$ cat config.mk
export PLATFORM = sky130hd
export DESIGN_NAME = fp_decode_top
export DESIGN_NICKNAME = d
export VERILOG_FILES = /design/src/hw/fp_dec_pkg.sv /design/src/hw/fp_ctrl_if.sv /design/src/hw/fp_control.sv /design/src/hw/fp_decode_top.sv /design/src/hw/fp_id_ex_stage.sv
export SDC_FILE = /design/constraint.sdc
export NUM_CORES = 1
export LEC_CHECK = 0
export ABC_AREA = 1
export BUFFER_PORTS_ARGS = -buffer_cell sky130_fd_sc_hd__buf_2
export CORE_MARGIN = 2
export CORE_UTILIZATION = 35
export DETAILED_ROUTE_END_ITERATION = 8
export SYNTH_ARGS = -nofsm -noshare
export SYNTH_HDL_FRONTEND = slang
export SYNTH_SLANG_ARGS = --single-unit
$ cat constraint.sdc
create_clock -name clk -period 3.08 [get_ports clk]
set_input_delay 0.154 -clock clk [delete_from_list [all_inputs] [get_ports clk]]
set_output_delay 0.154 -clock clk [all_outputs]
set_load 0.05 [all_outputs]
$ cat src/hw/fp_dec_pkg.sv
package fp_dec_pkg;

  //////////////////////////////////////////////////
  // widths and major opcodes
  //////////////////////////////////////////////////
  localparam int CTRL_W = 3;  // rm, load and store control

  localparam logic [6:0] OP_LOAD_FP  = 7'b0000111;  // flw
  localparam logic [6:0] OP_STORE_FP = 7'b0100111;  // fsw
  localparam logic [6:0] OP_FP       = 7'b1010011;  // R-type arith, compare, cvt, mv
  localparam logic [6:0] OP_FMADD    = 7'h43;
  localparam logic [6:0] OP_FMSUB    = 7'h47;
  localparam logic [6:0] OP_FNMSUB   = 7'h4B;
  localparam logic [6:0] OP_FNMADD   = 7'h4F;

  // funct7 under OP_FP, fmt bits [1:0] always 00 for single
  localparam logic [6:0] F7_FADD     = 7'h00;
  localparam logic [6:0] F7_FSUB     = 7'h04;
  localparam logic [6:0] F7_FMUL     = 7'h08;
  localparam logic [6:0] F7_FDIV     = 7'h0C;
  localparam logic [6:0] F7_FSGNJ    = 7'h10;
  localparam logic [6:0] F7_FMINMAX  = 7'h14;
  localparam logic [6:0] F7_FSQRT    = 7'h2C;
  localparam logic [6:0] F7_FCMP     = 7'h50;
  localparam logic [6:0] F7_FCVT_W_S = 7'h60;  // fp -> int
  localparam logic [6:0] F7_FCVT_S_W = 7'h68;  // int -> fp
  localparam logic [6:0] F7_FMV_X_W  = 7'h70;  // also fclass
  localparam logic [6:0] F7_FMV_W_X  = 7'h78;

  //////////////////////////////////////////////////
  // fpu unit select
  //////////////////////////////////////////////////
  localparam logic [4:0] SEL_FADD      = 5'd0;
  localparam logic [4:0] SEL_FSUB      = 5'd1;
  localparam logic [4:0] SEL_FMUL      = 5'd2;
  localparam logic [4:0] SEL_FDIV      = 5'd3;
  localparam logic [4:0] SEL_FSQRT     = 5'd4;
  localparam logic [4:0] SEL_FSGNJ     = 5'd5;
  localparam logic [4:0] SEL_FSGNJN    = 5'd6;
  localparam logic [4:0] SEL_FSGNJX    = 5'd7;
  localparam logic [4:0] SEL_FMAX      = 5'd8;
  localparam logic [4:0] SEL_FMIN      = 5'd9;
  localparam logic [4:0] SEL_FEQ       = 5'd10;
  localparam logic [4:0] SEL_FLT       = 5'd11;
  localparam logic [4:0] SEL_FLE       = 5'd12;
  localparam logic [4:0] SEL_FMV_X_W   = 5'd13;
  localparam logic [4:0] SEL_FCLASS    = 5'd14;
  localparam logic [4:0] SEL_FMV_W_X   = 5'd15;
  localparam logic [4:0] SEL_FMADD     = 5'd16;
  localparam logic [4:0] SEL_FMSUB     = 5'd17;
  localparam logic [4:0] SEL_FNMSUB    = 5'd18;
  localparam logic [4:0] SEL_FNMADD    = 5'd19;
  localparam logic [4:0] SEL_FCVT_W_S  = 5'd20;
  localparam logic [4:0] SEL_FCVT_WU_S = 5'd21;
  localparam logic [4:0] SEL_FCVT_S_W  = 5'd22;
  localparam logic [4:0] SEL_FCVT_S_WU = 5'd23;
  localparam logic [4:0] SEL_NONE      = 5'b11111;  // no fpu op

  //////////////////////////////////////////////////
  // instruction word views
  //////////////////////////////////////////////////
  typedef struct packed {
    logic [6:0] funct7;
    logic [4:0] rs2;
    logic [4:0] rs1;
    logic [2:0] funct3;
    logic [4:0] rd;
    logic [6:0] opcode;
  } fp_r_t;

  typedef struct packed {
    logic [11:0] imm;
    logic [4:0]  rs1;
    logic [2:0]  funct3;  // load width
    logic [4:0]  rd;
    logic [6:0]  opcode;
  } fp_i_t;

  typedef struct packed {
    logic [6:0] imm_hi;
    logic [4:0] rs2;     // store data
    logic [4:0] rs1;     // base
    logic [2:0] funct3;  // store width
    logic [4:0] imm_lo;
    logic [6:0] opcode;
  } fp_s_t;

  typedef struct packed {
    logic [4:0] rs3;
    logic [1:0] fmt;  // 00 single
    logic [4:0] rs2;
    logic [4:0] rs1;
    logic [2:0] funct3;
    logic [4:0] rd;
    logic [6:0] opcode;
  } fp_r4_t;

  typedef union packed {
    fp_r_t  r;
    fp_i_t  i;
    fp_s_t  s;
    fp_r4_t r4;
  } fp_instr_u;

endpackage

$ cat src/hw/fp_ctrl_if.sv
interface fp_ctrl_if;
  import fp_dec_pkg::*;

  logic [4:0]        fpusel;      // unit select
  logic [CTRL_W-1:0] rm;          // funct3 for rounding ops
  logic [CTRL_W-1:0] loadcntrl;   // 001 = flw
  logic [CTRL_W-1:0] storecntrl;  // 001 = fsw
  logic              memread;
  logic              memwrite;
  logic              regwrite;
  logic              fpusrc;      // recognised fp op
  logic              illegal;
  // which fields name fp sources, hazard compare only
  logic              rd_fp1;
  logic              rd_fp2;
  logic              rd_fp3;

  modport dec (output fpusel, rm, loadcntrl, storecntrl, memread, memwrite,
                      regwrite, fpusrc, illegal, rd_fp1, rd_fp2, rd_fp3);

  modport stage (input fpusel, rm, loadcntrl, storecntrl, memread, memwrite,
                       regwrite, fpusrc, illegal, rd_fp1, rd_fp2, rd_fp3);

endinterface

$ cat src/hw/fp_control.sv
module fp_control (
  input  fp_dec_pkg::fp_instr_u instr,
  input  logic                  flush,
  input  logic                  hazard,
  fp_ctrl_if.dec                ctrl
);
  import fp_dec_pkg::*;

  logic              stall;
  logic              ins_zero;
  logic              bad;         // word not decodable
  logic              f7_unknown;  // OP_FP with no funct7 match
  logic              is_load;
  logic              is_store;
  logic              is_wr;
  logic [4:0]        sel;
  logic [CTRL_W-1:0] rm_d;
  logic [CTRL_W-1:0] ldc;
  logic [CTRL_W-1:0] stc;
  logic              rd1;
  logic              rd2;
  logic              rd3;

  assign ins_zero = (instr == '0);  // bubble word
  assign stall    = flush | hazard | ins_zero;

  //////////////////////////////////////////////////
  // decode, independent of stall
  //////////////////////////////////////////////////
  always_comb begin
    sel        = SEL_NONE;
    rm_d       = '0;
    ldc        = '0;
    stc        = '0;
    is_load    = 1'b0;
    is_store   = 1'b0;
    is_wr      = 1'b0;
    bad        = 1'b0;
    f7_unknown = 1'b0;
    rd1        = 1'b0;
    rd2        = 1'b0;
    rd3        = 1'b0;

    case (instr.r.opcode)
      OP_LOAD_FP: begin
        is_load = 1'b1;
        is_wr   = 1'b1;
        if (instr.i.funct3 == 3'b010) ldc = 3'b001;  // word only
        else                          bad = 1'b1;
      end
      OP_STORE_FP: begin
        is_store = 1'b1;
        rd1      = 1'b1;
        rd2      = 1'b1;                              // store data
        if (instr.s.funct3 == 3'b010) stc = 3'b001;
        else                          bad = 1'b1;
      end
      OP_FP: begin
        is_wr = 1'b1;
        rd1   = 1'b1;  // cleared below for int sources
        case (instr.r.funct7)
          F7_FADD: begin sel = SEL_FADD; rm_d = instr.r.funct3; rd2 = 1'b1; end
          F7_FSUB: begin sel = SEL_FSUB; rm_d = instr.r.funct3; rd2 = 1'b1; end
          F7_FMUL: begin sel = SEL_FMUL; rm_d = instr.r.funct3; rd2 = 1'b1; end
          F7_FDIV: begin sel = SEL_FDIV; rm_d = instr.r.funct3; rd2 = 1'b1; end
          F7_FSQRT: begin
            rm_d = instr.r.funct3;
            if (instr.r.rs2 == 5'd0) sel = SEL_FSQRT;
            else                     bad = 1'b1;
          end
          F7_FSGNJ: begin
            rd2 = 1'b1;
            case (instr.r.funct3)
              3'b000:  sel = SEL_FSGNJ;
              3'b001:  sel = SEL_FSGNJN;
              3'b010:  sel = SEL_FSGNJX;
              default: bad = 1'b1;
            endcase
          end
          F7_FMINMAX: begin
            rd2 = 1'b1;
            case (instr.r.funct3)
              3'b000:  sel = SEL_FMIN;
              3'b001:  sel = SEL_FMAX;
              default: bad = 1'b1;
            endcase
          end
          F7_FCMP: begin
            rd2 = 1'b1;
            case (instr.r.funct3)
              3'b010:  sel = SEL_FEQ;
              3'b001:  sel = SEL_FLT;
              3'b000:  sel = SEL_FLE;
              default: bad = 1'b1;
            endcase
          end
          F7_FCVT_W_S: begin
            rm_d = instr.r.funct3;
            case (instr.r.rs2)  // rs2 picks signedness
              5'd0:    sel = SEL_FCVT_W_S;
              5'd1:    sel = SEL_FCVT_WU_S;
              default: bad = 1'b1;
            endcase
          end
          F7_FCVT_S_W: begin
            rm_d = instr.r.funct3;
            rd1  = 1'b0;  // integer source
            case (instr.r.rs2)
              5'd0:    sel = SEL_FCVT_S_W;
              5'd1:    sel = SEL_FCVT_S_WU;
              default: bad = 1'b1;
            endcase
          end
          F7_FMV_X_W: begin
            if (instr.r.rs2 != 5'd0)           bad = 1'b1;
            else if (instr.r.funct3 == 3'b000) sel = SEL_FMV_X_W;
            else if (instr.r.funct3 == 3'b001) sel = SEL_FCLASS;
            else                               bad = 1'b1;
          end
          F7_FMV_W_X: begin
            rd1 = 1'b0;  // int -> fp bit move
            if (instr.r.rs2 == 5'd0 && instr.r.funct3 == 3'b000) sel = SEL_FMV_W_X;
            else                                                 bad = 1'b1;
          end
          default: begin  // includes fmt != 00
            bad        = 1'b1;
            f7_unknown = 1'b1;
          end
        endcase
      end
      OP_FMADD, OP_FMSUB, OP_FNMSUB, OP_FNMADD: begin
        is_wr = 1'b1;
        rm_d  = instr.r4.funct3;
        rd1   = 1'b1;
        rd2   = 1'b1;
        rd3   = 1'b1;
        case (instr.r4.opcode[3:2])  // bits 3:2 pick the variant
          2'b00:   sel = SEL_FMADD;
          2'b01:   sel = SEL_FMSUB;
          2'b10:   sel = SEL_FNMSUB;
          default: sel = SEL_FNMADD;
        endcase
        if (instr.r4.fmt != 2'b00) bad = 1'b1;
      end
      default: bad = 1'b1;  // not an fp opcode
    endcase

    // undecodable word carries nothing forward
    if (bad) begin
      sel  = SEL_NONE;
      rm_d = '0;
      ldc  = '0;
      stc  = '0;
      rd1  = 1'b0;
      rd2  = 1'b0;
      rd3  = 1'b0;
    end
  end

  //////////////////////////////////////////////////
  // outputs, strobes gated by stall
  //////////////////////////////////////////////////
  assign ctrl.fpusel     = sel;
  assign ctrl.rm         = rm_d;
  assign ctrl.loadcntrl  = ldc;
  assign ctrl.storecntrl = stc;
  assign ctrl.memread    = is_load  & ~bad & ~stall;
  assign ctrl.memwrite   = is_store & ~bad & ~stall;
  assign ctrl.regwrite   = is_wr    & ~bad & ~stall;
  assign ctrl.fpusrc     = ~bad;
  assign ctrl.illegal    = bad & (~flush | f7_unknown);  // bad funct7 survives flush
  assign ctrl.rd_fp1     = rd1;
  assign ctrl.rd_fp2     = rd2;
  assign ctrl.rd_fp3     = rd3;

endmodule

$ cat src/hw/fp_decode_top.sv
module fp_decode_top (
  input  logic                          clk,
  input  logic                          rst_n,
  input  logic [31:0]                   instr,
  input  logic                          flush,
  output logic                          stall,          // holds fetch
  output logic [4:0]                    ex_fpusel,
  output logic [fp_dec_pkg::CTRL_W-1:0] ex_rm,
  output logic [fp_dec_pkg::CTRL_W-1:0] ex_loadcntrl,
  output logic [fp_dec_pkg::CTRL_W-1:0] ex_storecntrl,
  output logic                          ex_memread,
  output logic                          ex_memwrite,
  output logic                          ex_regwrite,
  output logic                          ex_fpusrc,
  output logic                          ex_illegal,
  output logic [4:0]                    ex_rd,
  output logic [4:0]                    ex_rs1,
  output logic [4:0]                    ex_rs2,
  output logic [4:0]                    ex_rs3
);
  import fp_dec_pkg::*;

  fp_instr_u instr_w;  // same word, field views
  assign instr_w = instr;

  fp_ctrl_if ctrl_if ();

  //////////////////////////////////////////////////
  // decoder and id/ex stage
  //////////////////////////////////////////////////
  fp_control fp_control_inst (
    .instr  (instr_w),
    .flush  (flush),
    .hazard (stall),         // load-use from stage
    .ctrl   (ctrl_if.dec)
  );

  fp_id_ex_stage fp_id_ex_stage_inst (
    .clk           (clk),
    .rst_n         (rst_n),
    .instr         (instr_w),
    .ctrl          (ctrl_if.stage),
    .hazard        (stall),
    .ex_fpusel     (ex_fpusel),
    .ex_rm         (ex_rm),
    .ex_loadcntrl  (ex_loadcntrl),
    .ex_storecntrl (ex_storecntrl),
    .ex_memread    (ex_memread),
    .ex_memwrite   (ex_memwrite),
    .ex_regwrite   (ex_regwrite),
    .ex_fpusrc     (ex_fpusrc),
    .ex_illegal    (ex_illegal),
    .ex_rd         (ex_rd),
    .ex_rs1        (ex_rs1),
    .ex_rs2        (ex_rs2),
    .ex_rs3        (ex_rs3)
  );

endmodule

$ cat src/hw/fp_id_ex_stage.sv
module fp_id_ex_stage (
  input  logic                          clk,
  input  logic                          rst_n,
  input  fp_dec_pkg::fp_instr_u         instr,
  fp_ctrl_if.stage                      ctrl,
  output logic                          hazard,
  output logic [4:0]                    ex_fpusel,
  output logic [fp_dec_pkg::CTRL_W-1:0] ex_rm,
  output logic [fp_dec_pkg::CTRL_W-1:0] ex_loadcntrl,
  output logic [fp_dec_pkg::CTRL_W-1:0] ex_storecntrl,
  output logic                          ex_memread,
  output logic                          ex_memwrite,
  output logic                          ex_regwrite,
  output logic                          ex_fpusrc,
  output logic                          ex_illegal,
  output logic [4:0]                    ex_rd,
  output logic [4:0]                    ex_rs1,
  output logic [4:0]                    ex_rs2,
  output logic [4:0]                    ex_rs3
);
  import fp_dec_pkg::*;

  logic ld_in_ex;  // fp load sitting in execute
  logic hit1;
  logic hit2;
  logic hit3;

  //////////////////////////////////////////////////
  // load-use hazard against the decoding word
  //////////////////////////////////////////////////
  assign ld_in_ex = ex_memread & (ex_loadcntrl != '0);
  assign hit1     = ctrl.rd_fp1 & (instr.r.rs1  == ex_rd);
  assign hit2     = ctrl.rd_fp2 & (instr.r.rs2  == ex_rd);
  assign hit3     = ctrl.rd_fp3 & (instr.r4.rs3 == ex_rd);  // R4 only
  assign hazard   = ld_in_ex & (hit1 | hit2 | hit3);

  //////////////////////////////////////////////////
  // id/ex register
  //////////////////////////////////////////////////
  always_ff @(posedge clk or negedge rst_n) begin
    if (!rst_n) begin
      ex_fpusel     <= SEL_NONE;
      ex_loadcntrl  <= '0;
      ex_storecntrl <= '0;
      ex_memread    <= 1'b0;
      ex_memwrite   <= 1'b0;
      ex_regwrite   <= 1'b0;
      ex_fpusrc     <= 1'b0;
      ex_illegal    <= 1'b0;
    end else begin
      ex_fpusel     <= ctrl.fpusel;
      ex_loadcntrl  <= ctrl.loadcntrl;
      ex_storecntrl <= ctrl.storecntrl;
      ex_memread    <= ctrl.memread;   // already low on stall
      ex_memwrite   <= ctrl.memwrite;
      ex_regwrite   <= ctrl.regwrite;
      ex_fpusrc     <= ctrl.fpusrc;
      ex_illegal    <= ctrl.illegal;
    end
  end

  // register fields and rounding mode, payload
  always_ff @(posedge clk) begin
    ex_rm  <= ctrl.rm;
    ex_rd  <= instr.r.rd;
    ex_rs1 <= instr.r.rs1;
    ex_rs2 <= instr.r.rs2;
    ex_rs3 <= instr.r4.rs3;
  end

  // store in execute always has a decoded width
  a_store_width: assert property (
    @(posedge clk) disable iff (!rst_n) ex_memwrite |-> (ex_storecntrl != '0)
  ) else $error("ex_memwrite with zero storecntrl");

  // hazard cycle becomes a bubble in execute
  a_hazard_bubble: assert property (
    @(posedge clk) disable iff (!rst_n) hazard |=> (!ex_memread && !ex_regwrite)
  ) else $error("hazard did not insert a bubble");

endmodule

== Word level (Yosys, flattened, before mapping) ==
Index checks and enable logic that the tools add are counted.

* Input port bits: 35
* Bits in registers: 39
* Logic and storage cells: 128

* Bitwise gates (word level): 20
* Reduce and logical (&&, ||, !) cells: 23
* Equality and inequality tests: 26
* Multiplexer cells: 46

{| class="wikitable"
|+ Operators with widths
! operator !! count
|-
| 7-bit == test, second input constant || 10
|-
| 5-bit case mux with 12 select lines || 1
|-
| 32-bit zero test || 1
|-
| 5-bit 2-to-1 mux || 6
|-
| 5-bit case mux with 3 select lines || 2
|-
| 1-bit 2-to-1 mux || 22
|-
| 5-bit case mux with 2 select lines || 2
|-
| 4-bit case mux with 2 select lines || 2
|-
| 5-bit == test || 3
|-
| 3-bit 2-to-1 mux || 5
|-
| 7-bit by 3-bit == test with 1-bit output, second input constant || 2
|-
| 7-bit by 4-bit == test with 1-bit output, second input constant || 2
|-
| 7-bit by 5-bit == test with 1-bit output, second input constant || 2
|-
| 7-bit by 6-bit == test with 1-bit output, second input constant || 2
|-
| 7-bit OR reduction || 2
|-
| 1-bit bitwise AND || 12
|-
| 12-bit OR reduction || 1
|-
| 2-bit OR reduction || 6
|-
| 4-bit OR reduction || 2
|-
| 7-bit zero test || 1
|-
| 1-bit case mux with 7 select lines || 1
|-
| 2-bit case mux with 3 select lines || 1
|-
| 3-bit case mux with 2 select lines || 1
|-
| 6-bit OR reduction || 1
|-
| other kinds (18) || 25
|}

== Longest topological paths before layout ==
* Depth after elaboration: 15
* Gate-level depth with buffers: 12
* Mapped depth without buffers: 12

== By module ==
From an unflattened synthesis, not the netlist that was laid out.

* Cell total of the unflattened synthesis: 306
* Area, all modules: 2195.9 um2

{| class="wikitable"
|+ Modules (own cells, without submodules)
! module !! times used !! seq. area each (um2) !! cells an instance !! area an instance (um2)
|-
| fp_id_ex_stage || 1 || 867.1 || 118 || 1179.9
|-
| fp_control || 1 || 0.0 || 188 || 1016.0
|}

== Least setup slack after synthesis ==
OpenSTA, ideal clock, no wires.

* Path type: register to output
* From: register fp_id_ex_stage_inst.ex_rd[0]
* To: output stall
* Data required time: 2.926 ns
* Data arrival time: 1.971 ns
* Setup slack: 0.955 ns
* Cell stages (with the launch flop): 11
* Cells stage by stage: dfxtp_1 inv_1 nand2_1 nand2_1 nor2_1 nand2_1 nor2_1 a21oi_1 nand2_1 nand2_1 nor2_1

* Cells in the longest elaborated chain, start to end: 5
* Elaborated cells on any way between the ends: 9

{| class="wikitable"
|+ RTL lines
! what !! RTL line !! RTL
|-
| start: declaration || fp_id_ex_stage.sv:16 || <nowiki>output logic [4:0] ex_rd,</nowiki>
|-
| start signal: assignment || fp_id_ex_stage.sv:65 || <nowiki>ex_rd <= instr.r.rd;</nowiki>
|-
| 5-bit == test, on equally long branches || fp_id_ex_stage.sv:32, fp_id_ex_stage.sv:33 ||
|-
| 1-bit bitwise AND, on equally long branches || fp_id_ex_stage.sv:32, fp_id_ex_stage.sv:33 ||
|-
| 1-bit OR || fp_id_ex_stage.sv:35 || <nowiki>assign hazard = ld_in_ex & (hit1 | hit2 | hit3);</nowiki>
|-
| 1-bit OR (*) || fp_id_ex_stage.sv:35 ||
|-
| 1-bit bitwise AND (*) || fp_id_ex_stage.sv:35 ||
|-
| end: declaration || fp_decode_top.sv:6 || <nowiki>output logic stall,</nowiki>
|}

Mark *: on every way between the ends. The rest lies on a longest branch, timed or not.

== Worst setup path after layout ==
* From: input instr[5]
* To: output stall

* Cells in the longest elaborated chain, start to end: 8
* Elaborated cells on any way between the ends: 23

{| class="wikitable"
|+ RTL lines
! what !! RTL line !! RTL
|-
| start: declaration || fp_decode_top.sv:4 || <nowiki>input logic [31:0] instr,</nowiki>
|-
| 7-bit == test (tied with other cells) || fp_control.sv:44 || <nowiki>case (instr.r.opcode)</nowiki>
|-
| 4-bit OR reduction (tied with other cells) || fp_control.sv:44 ||
|-
| 1-bit case mux with 3 select lines / 1-bit case mux with 2 select lines (equally long branches) || fp_control.sv:44 ||
|-
| 1-bit 2-to-1 mux || fp_control.sv:149 || <nowiki>if (bad) begin</nowiki>
|-
| 1-bit bitwise AND, on equally long branches || fp_id_ex_stage.sv:32, fp_id_ex_stage.sv:33 ||
|-
| 1-bit OR || fp_id_ex_stage.sv:35 ||
|-
| 1-bit OR (*) || fp_id_ex_stage.sv:35 ||
|-
| 1-bit bitwise AND (*) || fp_id_ex_stage.sv:35 ||
|}

Marked as above.

==> metrics.log <==
INFO  metric status = finished clean
INFO  metric hpwlAfterDp = a little over 4000 microns
INFO  metric rows = 26
INFO  metric fp.dieArea = between 0.006 and 0.007 sq mm
INFO  metric insertedDiodeCount = 0
INFO  metric synthDistinctLibCells = 31
INFO  metric final.fill_count = around 560
INFO  metric final-setup-viol-count = 0
INFO  metric setup_repair_after_global_routing_missed_its_margin = false
INFO  metric first_global_vias = about 1800
INFO  metric critical_path.startpoint = instr[5]
INFO  metric synth_top_flop_cell = dfxtp_1
INFO  metric number_of_flops_mapped_to_enable_cells_by_yosys = 0
INFO  metric drt.antenna.violating_nets = 0
INFO  metric floorplan.io_pins = 75
INFO  metric worst_voltage_drop_across_the_vdd_grid = ~0.00027 V
INFO  metric number_of_max_cap_violations = 0
INFO  metric critPathRequiredTime = 2.93 ns
INFO  metric regToRegSetupSlack = 1.69 ns
INFO  metric postCtsSetupBuffers = 0
INFO  metric rr_worst_depth = 11
INFO  metric fin_util = between 40% and 50%
INFO  metric drive_above_1_share = 31.2%
INFO  metric clk-insertion-delay-late = 0.29 ns
INFO  metric power_density = 401 mW/mm^2
INFO  metric placement.io_buffers = 70
INFO  metric cts_made_buffers = 5
INFO  metric async_flop_share = 34.3%
INFO  metric clock_tree_from_tritoncts = yes
INFO  metric core-area = roughly 0.0052 sq mm
INFO  metric detailed_route_drc_error_count = 0
INFO  metric die_w = ~78 microns
INFO  metric seq_area_frac_synth = 39.9%
INFO  metric clk_pin_slew_worst_paths = around 0.06 ns
INFO  metric worstSetupEndpointType = primary output
INFO  metric vias = 1949
INFO  metric worstHoldPathType = input pin to register
INFO  metric overflow = 0
INFO  metric gp_congestion = just under 0.9
INFO  metric rr_startpoint = fp_id_ex_stage_inst.ex_rd[1]
INFO  metric synth.ff_latch_count = 35
INFO  metric crit_path_end = stall
INFO  metric routed_wl = just over 5000 microns
INFO  metric crit-reg2reg-capture = fp_id_ex_stage_inst.ex_regwrite
INFO  metric hold_slack = 0.0113 ns
INFO  metric total_leakage_power = ~1.2 nW
INFO  metric vias_per_cell = ~4.7
INFO  metric ctsLongestPathBuffers = 2
INFO  metric critPathLaunchType = input pin
INFO  metric final.setup.tns = 0 ns
INFO  metric hold_viol = 0
INFO  metric drt_pre_antenna_iters = 4
INFO  metric final_min_period_over_clock_period = between 60% and 70%
INFO  metric antenna_found_initial = 0
INFO  metric cts_hold_buffers = 8
INFO  metric cts_root_buffer = clkbuf_8
INFO  metric first_pass_grt_wire_length = approximately 8500 microns
INFO  metric postSynthAreaPerCell = approximately 7.3 sq um
INFO  metric count_of_warnings_emitted_by_yosys = 0
INFO  metric die_y = a little under 80 microns
INFO  metric achievable-frequency = 0.499 GHz
INFO  metric start_util = between 30% and 40%
INFO  metric grt_max_degree = 13
INFO  metric total_power = 1.01 mW
INFO  metric drt_iter0_drc = between 100 and 150
INFO  metric area_delta_synth_final = 30.2%
INFO  metric nNetsFinal = between 300 and 400
INFO  metric avgRoutedWirePerCell = 12.3 microns
INFO  metric cts.repair.resized = 0
INFO  metric clkSinkCount = 35
INFO  metric clock_skew = around 0.0062 ns
INFO  metric grt_use_total = 17.8%
INFO  metric drv_slew = 0
INFO  metric postSynthCellCount = between 200 and 300
INFO  metric h-tree-depth = 2
INFO  metric synthesis.area = just under 0.002 sq mm
INFO  metric timing.critical_path.arrival = around 1.9 ns
INFO  metric worst-setup-path-type = input pin to primary output
INFO  metric critical_path_peak_fanout = 6
INFO  metric layout_min_cycle_time = 2.00 ns
## routing by layer
layer | wire length (microns) | share of wire [%] | vias to the layer above | GRT usage [%]
met5 | 0 | 0 | - | 0
met4 | 98 | 1.9 | 0 | 7.02
met3 | 276 | 5.3 | 8 | 3.45
met2 | 2400 | 46 | 59 | 28.8
met1 | 2400 | 46 | 868 | 23.4
li1 | - | - | 1014 | -
## cells in the final DEF (no fill, tap or decap), types with 6 or more instances in the layout
cell type,count
dfrtp_1,7
dfxtp_1,23
xnor2_1,10
nand3_1,20
buf_2,70
inv_1,26
nand2_1,67
nor2_2,8
nand4_1,10
o21ai_0,6
a21oi_1,6
nor2_1,34
nor3_1,6
dlygate4sd3_1,8
## critical path, stage by stage
cell     delay [ns]
buf_2          0.10
inv_1          0.09
nand3_1        0.19
nor2_1         0.43
nand3_1        0.13
nor2_1         0.14
a21oi_1        0.05
nand2_1        0.08
nand2_1        0.10
nor2_1         0.11
buf_2          0.27
## area by class of cell
| cell class | instances | area (sq um) | share of cell area [%] |
|---|---|---|---|
| multi-input combinational | 196 | 1020 | 40.6 |
| sequential | 35 | 767 | 30.6 |
| timing repair buffer | 78 | 430 | 17.2 |
| inverter | 32 | 123 | 4.90 |
| tap | 70 | 87.6 | 3.50 |
| clock buffer | 7 | 76.3 | 3.05 |
| clock inverter | 1 | 5.00 | 0.200 |
## stage by stage
step	setup WS, ns	cells	cell area, sq um
finish	1.08	419	2500
global placement	1.03	403	2340
detailed placement	1.07	403	2340
floorplan	0.955	267	1940
CTS	1.06	419	2500
global route	0.821	419	2500
## sequential cells by signal, indices dropped and copies added (netlist names)
name,cells
fp_id_ex_stage_inst.ex_fpusrc,1
fp_id_ex_stage_inst.ex_rs2,5
fp_id_ex_stage_inst.ex_memwrite,1
fp_id_ex_stage_inst.ex_memread,1
fp_id_ex_stage_inst.ex_rs3,5
fp_id_ex_stage_inst.ex_rm,3
fp_id_ex_stage_inst.ex_loadcntrl,1
fp_id_ex_stage_inst.ex_illegal,1
fp_id_ex_stage_inst.ex_fpusel,5
fp_id_ex_stage_inst.ex_storecntrl,1
fp_id_ex_stage_inst.ex_rs1,5
fp_id_ex_stage_inst.ex_rd,5
fp_id_ex_stage_inst.ex_regwrite,1
## synth_stat cells (2+ instances only)
master / instances / area share (%)
nand2_1: 67 / 13
nor2_1: 34 / 6.6
inv_1: 26 / 5.1
dfxtp_1: 23 / 24
nand3_1: 20 / 5.2
nand4_1: 10 / 3.3
xnor2_1: 10 / 4.6
nor2_2: 8 / 2.6
dfrtp_1: 7 / 9.1
a21oi_1: 6 / 1.6
nor3_1: 6 / 1.6
o21ai_0: 6 / 1.6
dfstp_2: 5 / 6.8
inv_2: 5 / 0.98
nand2_2: 5 / 1.6
buf_4: 4 / 1.6
nor2_4: 4 / 2.3
nor4_1: 4 / 1.3
nor3b_1: 2 / 0.78
## how the worst min path moves through the flow
stage          startpoint                              end  cells past startpoint
2_1_floorplan       rst_n    fp_id_ex_stage_inst.ex_fpusrc                      0
3_3_place_gp        rst_n  fp_id_ex_stage_inst.ex_memwrite                      1
3_5_place_dp        rst_n  fp_id_ex_stage_inst.ex_memwrite                      1
4_1_cts         instr[16]    fp_id_ex_stage_inst.ex_rs1[1]                      1
5_1_grt         instr[20]    fp_id_ex_stage_inst.ex_rs2[0]                      1
6_report        instr[16]    fp_id_ex_stage_inst.ex_rs1[1]                      1
## kinds of logic (layout without fill, tap and decap cells)
logic type,after synthesis,in the layout,share of synthesized area [%]
DFF,35,35,39.9
other,1,4,0.195
xor gates and xnor gates,11,11,5.01
buffers and inverters,36,118,7.93
and+or+nand+nor,165,165,41.8
AOI/OAI and AO/OA,16,16,5.20
## power by group
group / internal, mW / switching (mW) / total, mW
logic: 0.0616 / 0.145 / 0.206
clock network: 0.159 / 0.161 / 0.320
registers: 0.471 / 0.00828 / 0.479
Power figures use the tool's default switching activity.
